<file path="src/common/core_pkg.sv">
// Shared core constants, opcode and handshake enums, and slot payload type for RTL and testbench
`default_nettype none

package core_pkg;

    // Pipeline shape
    localparam int num_slots = 3;
    localparam int slot_dec = 0;
    localparam int slot_exe = 1;
    localparam int slot_wb = 2;

    // Register file and datapath
    localparam int num_regs = 8;
    localparam int reg_idx_width = 3;
    localparam int data_width = 16;
    localparam int imm_width = 8;

    // Taken skip discards this many younger instructions
    localparam int skip_len = 2;
    localparam int drop_cnt_width = 2;

    typedef enum logic [2:0] {
        op_nop,
        op_li,
        op_add,
        op_sub,
        op_xor,
        op_skz
    } opcode_e;

    // Four-phase handshake phases
    typedef enum logic [1:0] {
        hs_idle,
        hs_active,
        hs_release
    } hs_state_e;

    // 68 bits, operands filled in at register read, result at execute
    typedef struct packed {
        opcode_e op;
        logic [reg_idx_width-1:0] rd;
        logic [reg_idx_width-1:0] rs1;
        logic [reg_idx_width-1:0] rs2;
        logic [imm_width-1:0] imm;
        logic [data_width-1:0] opa;
        logic [data_width-1:0] opb;
        logic [data_width-1:0] result;
    } slot_payload_t;

    function automatic logic writes_reg(opcode_e op);
        return op inside {op_li, op_add, op_sub, op_xor};
    endfunction

    function automatic logic reads_rs1(opcode_e op);
        return op inside {op_add, op_sub, op_xor, op_skz};
    endfunction

    function automatic logic reads_rs2(opcode_e op);
        return op inside {op_add, op_sub, op_xor};
    endfunction

endpackage

`default_nettype wire
</file>
<file path="src/common/slot_ctrl_if.sv">
// Per-slot control bundle between a pipeline slot and the bubble controller
`timescale 1ns/1ps
`default_nettype none

interface slot_ctrl_if;
    import core_pkg::*;

    // Slot status, seen by the controller
    logic valid;
    logic [reg_idx_width-1:0] rd;
    logic rd_wr;
    // Driven at the top level, low only when the result port is busy
    logic ready;

    // Controller decisions for this slot
    logic stall;
    logic flush;

    modport slot (
        output valid,
        output rd,
        output rd_wr,
        input stall,
        input flush
    );

    modport ctrl (
        input valid,
        input rd,
        input rd_wr,
        input ready,
        output stall,
        output flush
    );

endinterface

`default_nettype wire

</file>
<file path="src/logic/scalar_core.sv">
// Top level of the pipelined scalar core with four-phase instruction and result ports
`timescale 1ns/1ps
`default_nettype none

module scalar_core (
    input logic clk,
    input logic reset,
    input logic instr_req,
    input core_pkg::opcode_e instr_op,
    input logic [core_pkg::reg_idx_width-1:0] instr_rd,
    input logic [core_pkg::reg_idx_width-1:0] instr_rs1,
    input logic [core_pkg::reg_idx_width-1:0] instr_rs2,
    input logic [core_pkg::imm_width-1:0] instr_imm,
    output logic instr_ack,
    output logic [core_pkg::reg_idx_width-1:0] res_reg,
    output logic [core_pkg::data_width-1:0] res_data,
    output logic res_req,
    input logic res_ack
);
    import core_pkg::*;

    slot_payload_t buf_payload;
    slot_payload_t read_payload;
    slot_payload_t alu_payload;
    slot_payload_t slot_in [num_slots];
    slot_payload_t slot_out [num_slots];
    logic [num_slots-1:0] slot_valid;
    logic [num_slots-1:0] slot_prev_valid;
    logic buf_valid, buf_stall, buf_flush, drop_load;
    logic [drop_cnt_width-1:0] drop_count;
    logic [data_width-1:0] rd_data_a, rd_data_b;
    logic branch_taken, wb_ready, wb_retire;

    slot_ctrl_if slot_ctrl [num_slots] ();

    instr_intake u_intake (
        .clk, .reset, .instr_req, .instr_op, .instr_rd, .instr_rs1, .instr_rs2,
        .instr_imm, .instr_ack, .buf_stall, .buf_flush, .drop_load, .drop_count,
        .buf_valid, .buf_payload
    );

    // Payload chain: buffer, decode, register read, execute, ALU, writeback
    assign slot_in[slot_dec] = buf_payload;
    assign slot_in[slot_exe] = read_payload;
    assign slot_in[slot_wb] = alu_payload;

    for (genvar i = 0; i < num_slots; i++) begin : g_slot
        pipe_slot u_slot (
            .clk, .reset, .ctrl(slot_ctrl[i]),
            .prev_valid(slot_prev_valid[i]), .prev_payload(slot_in[i]),
            .valid(slot_valid[i]), .payload(slot_out[i])
        );
        // Only the writeback slot can be held by the outside world
        assign slot_ctrl[i].ready = (i == slot_wb) ? wb_ready : 1'b1;
        // Held or flushed predecessor hands over a bubble
        if (i == 0) begin : g_head
            assign slot_prev_valid[i] = buf_valid & ~buf_stall & ~buf_flush;
        end else begin : g_body
            assign slot_prev_valid[i] = slot_valid[i-1] & ~slot_ctrl[i-1].stall
                                        & ~slot_ctrl[i-1].flush;
        end
    end

    bubble_ctrl u_bubble (
        .slots(slot_ctrl), .dec_payload(slot_out[slot_dec]), .buf_valid,
        .branch_taken, .buf_stall, .buf_flush, .drop_load, .drop_count
    );

    // Operands read out of the register file as decode moves to execute
    always_comb begin
        read_payload = slot_out[slot_dec];
        read_payload.opa = rd_data_a;
        read_payload.opb = rd_data_b;
    end

    exec_unit u_exec (
        .exe_valid(slot_valid[slot_exe]), .exe_payload(slot_out[slot_exe]),
        .wb_payload_in(alu_payload), .branch_taken
    );

    assign wb_retire = slot_valid[slot_wb] & ~slot_ctrl[slot_wb].stall;

    writeback_unit u_wb (
        .clk, .reset,
        .rd_idx_a(slot_out[slot_dec].rs1), .rd_idx_b(slot_out[slot_dec].rs2),
        .rd_data_a, .rd_data_b,
        .wb_valid(slot_valid[slot_wb]), .wb_payload(slot_out[slot_wb]),
        .wb_retire, .wb_ready, .res_reg, .res_data, .res_req, .res_ack
    );

endmodule

`default_nettype wire

</file>
<file path="src/logic/writeback_unit.sv">
// Register file, writeback retirement and four-phase result sender
`timescale 1ns/1ps
`default_nettype none

module writeback_unit (
    input logic clk,
    input logic reset,
    input logic [core_pkg::reg_idx_width-1:0] rd_idx_a,
    input logic [core_pkg::reg_idx_width-1:0] rd_idx_b,
    output logic [core_pkg::data_width-1:0] rd_data_a,
    output logic [core_pkg::data_width-1:0] rd_data_b,
    input logic wb_valid,
    input core_pkg::slot_payload_t wb_payload,
    input logic wb_retire,
    output logic wb_ready,
    output logic [core_pkg::reg_idx_width-1:0] res_reg,
    output logic [core_pkg::data_width-1:0] res_data,
    output logic res_req,
    input logic res_ack
);
    import core_pkg::*;

    logic [data_width-1:0] regs [num_regs];
    hs_state_e state;
    logic retire_wr;

    // Decode-side operand reads
    assign rd_data_a = regs[rd_idx_a];
    assign rd_data_b = regs[rd_idx_b];

    // Skip and nop retire silently
    assign retire_wr = wb_valid && wb_retire && writes_reg(wb_payload.op);

    // Writeback slot stays held until the sender is back to idle
    assign wb_ready = (state == hs_idle);
    assign res_req = (state == hs_active);

    always_ff @(posedge clk) begin
        if (reset) begin
            for (int i = 0; i < num_regs; i++) begin
                regs[i] <= '0;
            end
        end else if (retire_wr) begin
            regs[wb_payload.rd] <= wb_payload.result;
        end
    end

    always_ff @(posedge clk) begin
        if (retire_wr) begin
            res_reg <= wb_payload.rd;
            res_data <= wb_payload.result;
        end
    end

    // Result handshake
    always_ff @(posedge clk) begin
        if (reset) begin
            state <= hs_idle;
        end else begin
            case (state)
                // Start sending on the retire edge
                hs_idle: if (retire_wr) state <= hs_active;
                // req falls once ack seen
                hs_active: if (res_ack) state <= hs_release;
                // Wait for ack to drop before taking the next result
                hs_release: if (!res_ack) state <= hs_idle;
                default: state <= hs_idle;
            endcase
        end
    end

endmodule

`default_nettype wire

</file>
<file path="src/pipeline/exec_unit.sv">
// Combinational ALU and skip decision between the execute and writeback slots
`timescale 1ns/1ps
`default_nettype none

module exec_unit (
    input logic exe_valid,
    input core_pkg::slot_payload_t exe_payload,
    output core_pkg::slot_payload_t wb_payload_in,
    output logic branch_taken
);
    import core_pkg::*;

    always_comb begin
        wb_payload_in = exe_payload;
        case (exe_payload.op)
            // Immediate is zero-extended
            op_li: wb_payload_in.result = data_width'(exe_payload.imm);
            // Add and subtract wrap at 16 bits
            op_add: wb_payload_in.result = exe_payload.opa + exe_payload.opb;
            op_sub: wb_payload_in.result = exe_payload.opa - exe_payload.opb;
            op_xor: wb_payload_in.result = exe_payload.opa ^ exe_payload.opb;
            // Nop and skip produce no value
            default: wb_payload_in.result = '0;
        endcase
    end

    // Skip if rs1 is zero
    assign branch_taken = exe_valid && (exe_payload.op == op_skz) && (exe_payload.opa == '0);

endmodule

`default_nettype wire

</file>
<file path="src/pipeline/bubble_ctrl.sv">
// Turns slot readiness, decode hazards and a taken skip into stall and flush controls
`timescale 1ns/1ps
`default_nettype none

module bubble_ctrl (
    slot_ctrl_if.ctrl slots [core_pkg::num_slots],
    input core_pkg::slot_payload_t dec_payload,
    input logic buf_valid,
    input logic branch_taken,
    output logic buf_stall,
    output logic buf_flush,
    output logic drop_load,
    output logic [core_pkg::drop_cnt_width-1:0] drop_count
);
    import core_pkg::*;

    logic [num_slots-1:0] ready_v;
    logic [num_slots-1:0] valid_v;
    logic [num_slots-1:0] wr_v;
    logic [reg_idx_width-1:0] rd_v [num_slots];
    logic [num_slots-1:0] direct_stall;
    logic [num_slots-1:0] bp_stall;
    logic [num_slots-1:0] flush_v;
    logic hazard;
    logic taken;

    // Unpack the interface array into plain vectors
    for (genvar i = 0; i < num_slots; i++) begin : g_slot
        assign ready_v[i] = slots[i].ready;
        assign valid_v[i] = slots[i].valid;
        assign wr_v[i] = slots[i].rd_wr;
        assign rd_v[i] = slots[i].rd;
        // Never stall and flush together
        assign slots[i].flush = flush_v[i];
        assign slots[i].stall = bp_stall[i] & ~flush_v[i];
    end

    // No forwarding, so any pending write to a decode source holds decode
    always_comb begin
        hazard = 1'b0;
        for (int s = slot_exe; s < num_slots; s++) begin
            if (valid_v[s] && wr_v[s]) begin
                if (reads_rs1(dec_payload.op) && rd_v[s] == dec_payload.rs1) hazard = 1'b1;
                if (reads_rs2(dec_payload.op) && rd_v[s] == dec_payload.rs2) hazard = 1'b1;
            end
        end
        hazard = hazard & valid_v[slot_dec];
    end

    always_comb begin
        direct_stall = ~ready_v;
        direct_stall[slot_dec] = direct_stall[slot_dec] | hazard;
        // Backpressure, a stall holds every older stage too
        bp_stall[num_slots-1] = direct_stall[num_slots-1];
        for (int i = num_slots - 2; i >= 0; i--) begin
            bp_stall[i] = bp_stall[i+1] | direct_stall[i];
        end
    end

    // Skip only counts on the edge it leaves execute, or a held skip would fire twice
    assign taken = branch_taken & ~bp_stall[slot_exe];

    always_comb begin
        flush_v = '0;
        flush_v[slot_dec] = taken;
    end

    // Intake buffer sits in front of decode
    assign buf_flush = taken;
    assign buf_stall = bp_stall[slot_dec] & ~taken;

    // Whatever the flush did not catch is dropped at the intake
    assign drop_load = taken;
    assign drop_count = drop_cnt_width'(skip_len - int'(valid_v[slot_dec]) - int'(buf_valid));

endmodule

`default_nettype wire

</file>
<file path="src/pipeline/pipe_slot.sv">
// One pipeline register stage that holds, advances, bubbles or flushes its payload
`timescale 1ns/1ps
`default_nettype none

module pipe_slot (
    input logic clk,
    input logic reset,
    slot_ctrl_if.slot ctrl,
    input logic prev_valid,
    input core_pkg::slot_payload_t prev_payload,
    output logic valid,
    output core_pkg::slot_payload_t payload
);
    import core_pkg::*;

    // Status for hazard checks in the controller
    assign ctrl.valid = valid;
    assign ctrl.rd = payload.rd;
    assign ctrl.rd_wr = writes_reg(payload.op);

    // Flush beats stall
    // prev_valid arrives already masked when the predecessor is held or flushed
    always_ff @(posedge clk) begin
        if (reset) begin
            valid <= 1'b0;
        end else if (ctrl.flush) begin
            valid <= 1'b0;
        end else if (!ctrl.stall) begin
            valid <= prev_valid;
        end
    end

    // Payload follows the slot, a bubble just carries stale data
    always_ff @(posedge clk) begin
        if (!ctrl.stall) begin
            payload <= prev_payload;
        end
    end

endmodule

`default_nettype wire

</file>
<file path="src/logic/instr_intake.sv">
// Four-phase instruction receiver with a one-entry buffer feeding the decode slot
`timescale 1ns/1ps
`default_nettype none

module instr_intake (
    input logic clk,
    input logic reset,
    input logic instr_req,
    input core_pkg::opcode_e instr_op,
    input logic [core_pkg::reg_idx_width-1:0] instr_rd,
    input logic [core_pkg::reg_idx_width-1:0] instr_rs1,
    input logic [core_pkg::reg_idx_width-1:0] instr_rs2,
    input logic [core_pkg::imm_width-1:0] instr_imm,
    output logic instr_ack,
    input logic buf_stall,
    input logic buf_flush,
    input logic drop_load,
    input logic [core_pkg::drop_cnt_width-1:0] drop_count,
    output logic buf_valid,
    output core_pkg::slot_payload_t buf_payload
);
    import core_pkg::*;

    hs_state_e state;
    logic [drop_cnt_width-1:0] drop_cnt;
    logic [drop_cnt_width-1:0] drop_eff;
    logic space;
    logic capture;

    // A fresh skip count from the controller takes effect on this same edge
    assign drop_eff = drop_load ? drop_count : drop_cnt;

    // Buffer is free, or its entry moves into decode on this edge
    assign space = !buf_valid || !buf_stall;
    assign capture = (state == hs_idle) && instr_req && space;

    assign instr_ack = (state == hs_active);

    always_ff @(posedge clk) begin
        if (reset) begin
            state <= hs_idle;
        end else begin
            case (state)
                hs_idle: if (capture) state <= hs_active;
                // Hold ack until the source drops req
                hs_active: if (!instr_req) state <= hs_idle;
                default: state <= hs_idle;
            endcase
        end
    end

    // Skip drop counter, one decrement per discarded arrival
    always_ff @(posedge clk) begin
        if (reset) begin
            drop_cnt <= '0;
        end else if (capture && drop_eff != '0) begin
            drop_cnt <= drop_eff - 1'b1;
        end else begin
            drop_cnt <= drop_eff;
        end
    end

    always_ff @(posedge clk) begin
        if (reset) begin
            buf_valid <= 1'b0;
        end else if (capture) begin
            // Instructions behind a taken skip are acked and thrown away
            buf_valid <= (drop_eff == '0);
        end else if (buf_flush || !buf_stall) begin
            buf_valid <= 1'b0;
        end
    end

    always_ff @(posedge clk) begin
        if (capture) begin
            buf_payload <= '0;
            buf_payload.op <= instr_op;
            buf_payload.rd <= instr_rd;
            buf_payload.rs1 <= instr_rs1;
            buf_payload.rs2 <= instr_rs2;
            buf_payload.imm <= instr_imm;
        end
    end

endmodule

`default_nettype wire

</file>
<file path="config.mk">
export PLATFORM = sky130hd
export DESIGN_NAME = scalar_core
export DESIGN_NICKNAME = d
export VERILOG_FILES = /design/src/common/core_pkg.sv /design/src/common/slot_ctrl_if.sv /design/src/logic/scalar_core.sv /design/src/logic/writeback_unit.sv /design/src/pipeline/exec_unit.sv /design/src/pipeline/bubble_ctrl.sv /design/src/pipeline/pipe_slot.sv /design/src/logic/instr_intake.sv
export SDC_FILE = /design/constraint.sdc
export NUM_CORES = 1
export LEC_CHECK = 0
export BUFFER_PORTS_ARGS = -buffer_cell sky130_fd_sc_hd__buf_2
export CORE_AREA = 10 10 162 164
export CTS_CLUSTER_DIAMETER = 150
export DETAILED_ROUTE_END_ITERATION = 7
export DIE_AREA = 0 0 172 174
export PLACE_DENSITY_LB_ADDON = 0.15
export SLEW_MARGIN = 20
export SYNTH_ARGS = -nofsm -noshare
export SYNTH_HDL_FRONTEND = slang
export SYNTH_SLANG_ARGS = --single-unit
export TNS_END_PERCENT = 5
</file>
<file path="constraint.sdc">
create_clock -name clk -period 3.95 [get_ports clk]
set_input_delay 0.1975 -clock clk [delete_from_list [all_inputs] [get_ports clk]]
set_output_delay 0.1975 -clock clk [all_outputs]
set_load 0.005 [all_outputs]
</file>
==> results by group, run 1 <==
Power
  – Pleak: 5.31 nW
  – Worst vdd ir: around 0.40 mV
  – Power per cell area: about 480 nW/um^2

Floorplanning
  – DIE WIDTH: 172 um
  – Die area: 29,900 sq um
  – Die Ht: around 170 um
  – Initial Util: 0.545
  – Row cnt: 56
  – Core area: ~23,000 sq um
  – Ports: 45

GRT
  – Largest net degree at the start of global routing: roughly 70
  – GRT Overall Usage: 0.202
  – Congestion Overflow GR: 0
  – First-pass GRT wire length: approximately 46,000 um
  – Vias in the first global route: about 7.7k
  – Initial antenna violation count: 2

Critical path
  – CP arrival: between 3 and 4 ns
  – Critical Path Source: g_slot[1].u_slot.payload[66]$_DFFE_PN_
  – Worst R2R Start: g_slot[1].u_slot.payload[66]$_DFFE_PN_
  – Critical path type: flip-flop to flip-flop
  – CP endpoint: g_slot[2].u_slot.payload[15]$_DFFE_PN_
  – Worst Path Required: between 4 and 5 ns
  – R2r endpoint: g_slot[2].u_slot.payload[15]$_DFFE_PN_
  – Worst Setup End Kind: flip-flop
  – Crit start category: flip-flop
  – Reg2Reg Depth: 12
  – CP Max Fanout: 15
  – Reg2Reg Setup Slack: about 0.52 ns

Status
  – Status: complete, no violations

Synth
  – Synth Instances: slightly above 800
  – Synthesized area: 12,600 sq um
  – Avg Cell Area, Syn: between 15 and 20 sq um
  – Count leader, synth: edfxtp_1
  – Syn nets: between 800 and 900
  – Leading area contributor after synthesis: edfxtp_1
  – Post-synth EDFFs: between 200 and 300
  – Share of the synthesized area in the top cell type: 0.608
  – Post-synth top cells: edfxtp_1 (255), and2_1 (130), mux4_2 (64)
  – Synth warnings: 0
  – Cell variety after synth: a little over 60
  – Synth area leaders: edfxtp_1 (61%), mux4_2 (11%), and2_1 (6.5%)
  – Ys async rst share: 0
  – Primary FF master, synth: edfxtp_1
  – Synth Register Bits: 264
  – Register area share after synthesis: 0.622

STA
  – Fmax: just under 300 MHz
  – Hold Fails Final Rpt: 0
  – Slew margin rel.: 0.395
  – Setup violations, final: 0
  – Clock Skews: 0.0168 ns
  – Worst-Margin Slew: ~0.9 ns
  – Hold slack final: between 0.3 and 0.4 ns
  – Final Cycle Share: 0.867
  – Fin crit period: about 3.4 ns
  – Max Slew Vio Count: 0
  – RSZ-0062 raised after global routing: false
  – Setup TNS: 0 ns

Route
  – Drt pass-1 iters: 5
  – WL/cell: 24.8 um
  – Post-route DRC: 0
  – Initial DRC Count: ~750
  – Routed Antenna Nets: 0
  – Wirelength, routed: 30,100 um
  – Vias per cell: 6.06
  – DR vias: between 7k and 8k

Clock network
  – Clock sink count: around 260
  – Post-CTS sizing: 0
  – CTS Buf Count: 28
  – Max clock buf depth: 3
  – CTS tree: built
  – Setup Fix Bufs, Post-CTS: 0
  – H-tree depth: 1
  – CTS Root Cell: clkbuf_16
  – Worst skew pair latency: ~0.55 ns
  – Reg clk slew, reported paths: around 0.070 ns
  – Post-CTS Hold Buffers: 23

Placed design
  – Post-DP HPWL: 19,700 um
  – Routability cong.: approximately 0.96
  – Port Buffers: 44

Min path
  – Hold WC Path Type: input pin to flip-flop
  – WHS Path Cells: 2

Finish
  – Post-layout util: 0.619
  – Biggest regs: u_wb.regs (128), g_slot.u_slot.payload (79), u_intake.buf_payload (20)
  – Largest register FFs: about 130
  – Layout overhead on the synthesized area: 13.6%
  – Nets: 945
  – Largest register by flop count: u_wb.regs
  – Share of layout cells above drive strength 1: 0.239

Run
  – Total of max-cap violations: 0
==> layout by cell type, fill, tap and decap left out, types with 8 or more instances in the layout <==
cell type | netlist | layout
mux2_2 | 35 | 35
clkinv_1 | 0 | 10
a22oi_1 | 8 | 8
edfxtp_1 | 255 | 255
a21oi_1 | 18 | 17
mux4_2 | 64 | 64
o22ai_1 | 8 | 8
nor2_1 | 31 | 30
dlygate4sd3_1 | 0 | 23
xnor2_1 | 30 | 30
nand2_1 | 20 | 20
buf_4 | 0 | 26
inv_1 | 18 | 17
o21ai_0 | 15 | 9
ha_1 | 18 | 18
and2_1 | 130 | 130
buf_2 | 9 | 44
dfxtp_1 | 9 | 9
nor3_1 | 11 | 11
clkbuf_16 | 0 | 28
xor2_1 | 20 | 20
==> worst min-delay path by stage <==
stage                                              end  slack (ns)    startpoint
finish              u_intake.buf_payload[48]$_DFFE_PP_        0.36  instr_imm[0]
global route        u_intake.buf_payload[60]$_DFFE_PP_        0.35  instr_rs1[1]
CTS                 u_intake.buf_payload[65]$_DFFE_PP_        0.35   instr_op[0]
detailed placement  u_intake.buf_payload[64]$_DFFE_PP_        0.38   instr_rd[2]
global placement    u_intake.buf_payload[53]$_DFFE_PP_        0.37  instr_imm[5]
floorplan           u_intake.buf_payload[48]$_DFFE_PP_        0.30  instr_imm[0]
==> where the power goes <==
part	internal, mW	switching (mW)
clock network	1.36	1.09
registers	3.28	0.243
logic	0.414	0.461
==> area by class of cell <==
class	count	area, sq um
fill	1737	8800
sequential	264	7840
multi-input combinational	497	4540
clock buffer	29	704
timing repair buffer	93	646
tap	290	363
clock inverter	23	155
inverter	18	67.6
antenna	2	5.00
==> critical path, cell delays in order, from the launching register on <==
cell	delay, ns
edfxtp_1	0.67
nor2b_1	0.23
nand2_1	0.20
o21ai_0	0.34
inv_1	0.08
ha_1	0.27
nor2b_1	0.14
o31a_1	0.27
o21ai_0	0.31
nand2_1	0.15
a211oi_1	0.28
xnor2_1	0.15
o22ai_1	0.09
==> per-stage QoR <==
stage               total power, mW  cells  setup slack (ns)  instance area, sq um
CTS                            6.87   1214             0.548                 14300
floorplan                      4.09    816             0.136                 12600
global placement               4.39   1139             0.645                 13200
detailed placement             4.41   1139             0.555                 13200
global route                   7.09   1215             0.228                 14300
finish                         6.85   1216             0.524                 14300
==> kinds of logic after synthesis <==
family                   Yosys count  synth area share
XOR/XNOR                          50            0.0347
adder cells (fa/ha/maj)           19            0.0195
multiplexers                     103             0.149
buffers and inverters             55            0.0183
flip-flops                       264             0.622
AO/OA/AOI/OAI                     89            0.0484
AND/OR/NAND/NOR                  236             0.108
==> metal layers <==
layer  vias to the layer above  wire length, um  track usage
met2                       264            14700        0.325
met5                         -                0            0
met3                        52             2160       0.0383
met4                         0              543       0.0481
met1                      3734            12700        0.278
li1                       3315                -            -
(Power assumes the default switching activity.)
==> run 2, diff against run 1 <==
--- a/config.mk
+++ b/config.mk
@@ -10,7 +10,7 @@
 export CTS_CLUSTER_DIAMETER = 150
 export DETAILED_ROUTE_END_ITERATION = 7
 export DIE_AREA = 0 0 172 174
-export PLACE_DENSITY_LB_ADDON = 0.15
+export PLACE_DENSITY_LB_ADDON = 0.3
 export SLEW_MARGIN = 20
 export SYNTH_ARGS = -nofsm -noshare
 export SYNTH_HDL_FRONTEND = slang
==> run 2 against run 1 <==
- sequential share of layout area is 0.37 points lower
- sequential cell count stayed put
- power is 2.9% higher
- critical endpoint unchanged
- clock skew is 0.0096 ns higher
- worst hold slack worse by 0.011 ns
- clock power is 8.6% higher
- register-to-register slack worse by 0.07 ns
- first-iteration DRC count is 4.5% lower
- critical path depth stayed put
- final cell count is 0.25% lower
==> results by group, run 2 (synthesis gave the netlist of run 1 again) <==
STA
  – Fmax: ~290 MHz
  – Clock Skews: ~0.026 ns
  – Setup TNS: 0 ns
  – Setup violations, final: 0
  – Fin crit period: roughly 3.5 ns
  – Final Cycle Share: 0.885
  – Worst-Margin Slew: between 0.9 and 1 ns
  – Max Slew Vio Count: 0
  – RSZ-0062 raised after global routing: false
  – Slew margin rel.: 0.358
  – Hold Fails Final Rpt: 0

Placed design
  – Port Buffers: 44
  – Post-DP HPWL: 18,700 um
  – Cell Area, Placed: 13,300 sq um
  – Routability cong.: 0.877

Critical path
  – Critical path type: flip-flop to flip-flop
  – Worst Path Required: ~4.2 ns
  – Crit start category: flip-flop
  – CP Max Fanout: 15
  – Worst Setup End Kind: flip-flop
  – CP arrival: 3.76 ns

Power
  – Power per cell area: just under 500 nW/um^2
  – Sequential share of power: 0.499
  – Switching power of the nets: roughly 1.8 mW
  – Sw Ratio: 0.254
  – Pint: 5.26 mW
  – Pleak: around 5.3 nW
  – Worst vdd ir: roughly 0.35 mV
  – Combinational share of power: 0.123
  – Clock network power share: 0.378

Route
  – Initial DRC Count: ~700
  – WL/cell: about 25 um
  – Wirelength, routed: 30,100 um
  – Vias per cell: 6.10
  – Drt pass-1 iters: 5
  – Routed Antenna Nets: 0
  – Post-route DRC: 0
  – DR vias: 7,404

Finish
  – Largest register FFs: roughly 130
  – Share of layout cells above drive strength 1: 0.250
  – Layout overhead on the synthesized area: 14.4%
  – Biggest regs: u_wb.regs (128), g_slot.u_slot.payload (79), u_intake.buf_payload (20)
  – Diode count: 0
  – Filler cells: around 1.7k
  – Commonest cells after routing, fill and taps aside: edfxtp_1 (255), and2_1 (130), mux4_2 (64), buf_2 (44), mux2_2 (35)
  – Most common cell after layout, fill and taps aside: edfxtp_1
  – Post-Layout Inst Area: about 14,000 sq um
  – Largest register by flop count: u_wb.regs
  – Nets: 944

Floorplanning
  – DIE WIDTH: roughly 170 um
  – Row cnt: 56
  – Ports: 45
  – Core area: 23,100 sq um
  – Initial Util: 0.545
  – Die Ht: about 170 um
  – Die area: between 20,000 and 30,000 sq um

Clock network
  – Post-CTS sizing: 0
  – CTS Buf Count: 28
  – Clock sink count: about 260
  – Max clock buf depth: 3
  – H-tree depth: 1
  – Reg clk slew, reported paths: around 0.070 ns
  – CTS tree: built
  – Worst skew pair latency: roughly 0.55 ns
  – CTS Root Cell: clkbuf_16

GRT
  – Largest net degree at the start of global routing: 72
  – Initial antenna violation count: 1
  – Vias in the first global route: 7,631
  – First-pass GRT wire length: around 46,000 um
  – GRT Overall Usage: 0.202
  – Congestion Overflow GR: 0

Min path
  – Hold WC Path Type: input pin to flip-flop

Run
  – Total of max-cap violations: 0

Status
  – Status: complete, no violations
run 2: changes by cell type in the layout (fill, tap and decap cells not counted), sizes merged:
cell,delta
clkinv,-6
buf,-1
diode,-2
clkinvlp,+1
clkbuf,+2
bufinv,+3
run 2: final cells by class:
type,count,area (sq um),share of cell area
inverters,18,67.6,0.00469
multi-input cells,497,4580,0.317
flip-flops and latches,264,7840,0.544
clock inverters,21,225,0.0156
well taps,290,363,0.0252
clock buffers,31,712,0.0494
repair buffers,92,638,0.0443
run 2: worst max-delay path: stages (launching register included):
cell      delay (ns)
edfxtp_1        0.64
nor2b_1         0.22
nand2_1         0.20
o21ai_0         0.34
inv_1           0.08
ha_1            0.26
nor2b_1         0.14
o31a_1          0.27
o21ai_0         0.30
nand2_1         0.16
a211oi_1        0.32
xnor2_1         0.17
o22ai_1         0.10
run 2: power groups by stage:
stage / clock network, mW / logic [mW] / registers [mW]
6_report: 2.66 / 0.869 / 3.51
5_1_grt: 2.80 / 0.946 / 3.54
4_1_cts: 2.68 / 0.862 / 3.51
3_5_place_dp: 0 / 0.836 / 3.56
3_3_place_gp: 0 / 0.829 / 3.56
2_1_floorplan: 0 / 0.651 / 3.44
run 2: worst paths after layout:
kind                                                from                                      to  slack (ns)  depth (start not counted)
setup / recovery  g_slot[1].u_slot.payload[66]$_DFFE_PN_  g_slot[2].u_slot.payload[15]$_DFFE_PN_        0.45                         12
setup reg to reg  g_slot[1].u_slot.payload[66]$_DFFE_PN_  g_slot[2].u_slot.payload[15]$_DFFE_PN_        0.45                         12
hold reg to reg   g_slot[0].u_slot.payload[50]$_DFFE_PN_  g_slot[1].u_slot.payload[50]$_DFFE_PN_        0.42                          0
hold / removal                              instr_imm[7]      u_intake.buf_payload[55]$_DFFE_PP_        0.35                          2
run 2: through the flow:
stage	total power, mW	cells	util	setup slack, ns	hold slack, ns
after floorplan	4.09	816	-	0.136	0.296
after global placement	4.39	1138	0.573	0.685	0.373
after detailed placement	4.40	1138	0.573	0.573	0.376
after CTS	7.06	1213	0.624	0.501	0.343
after global routing	7.29	1213	0.624	0.253	0.352
final	7.05	1213	0.624	0.453	0.350
run 2: repair_timing:
| action | in CTS | in global routing |
|---|---|---|
| hold endpoints to repair | 25 | 0 |
| buffers inserted | 0 | 0 |
| hold buffers | 23 | 0 |
run 2: per-layer routing:
layer	vias up	track usage	routed length, um
met4	0	0.0492	611
li1	3310	-	-
met2	285	0.331	14800
met5	-	0	0
met1	3768	0.274	12300
met3	41	0.0347	2390
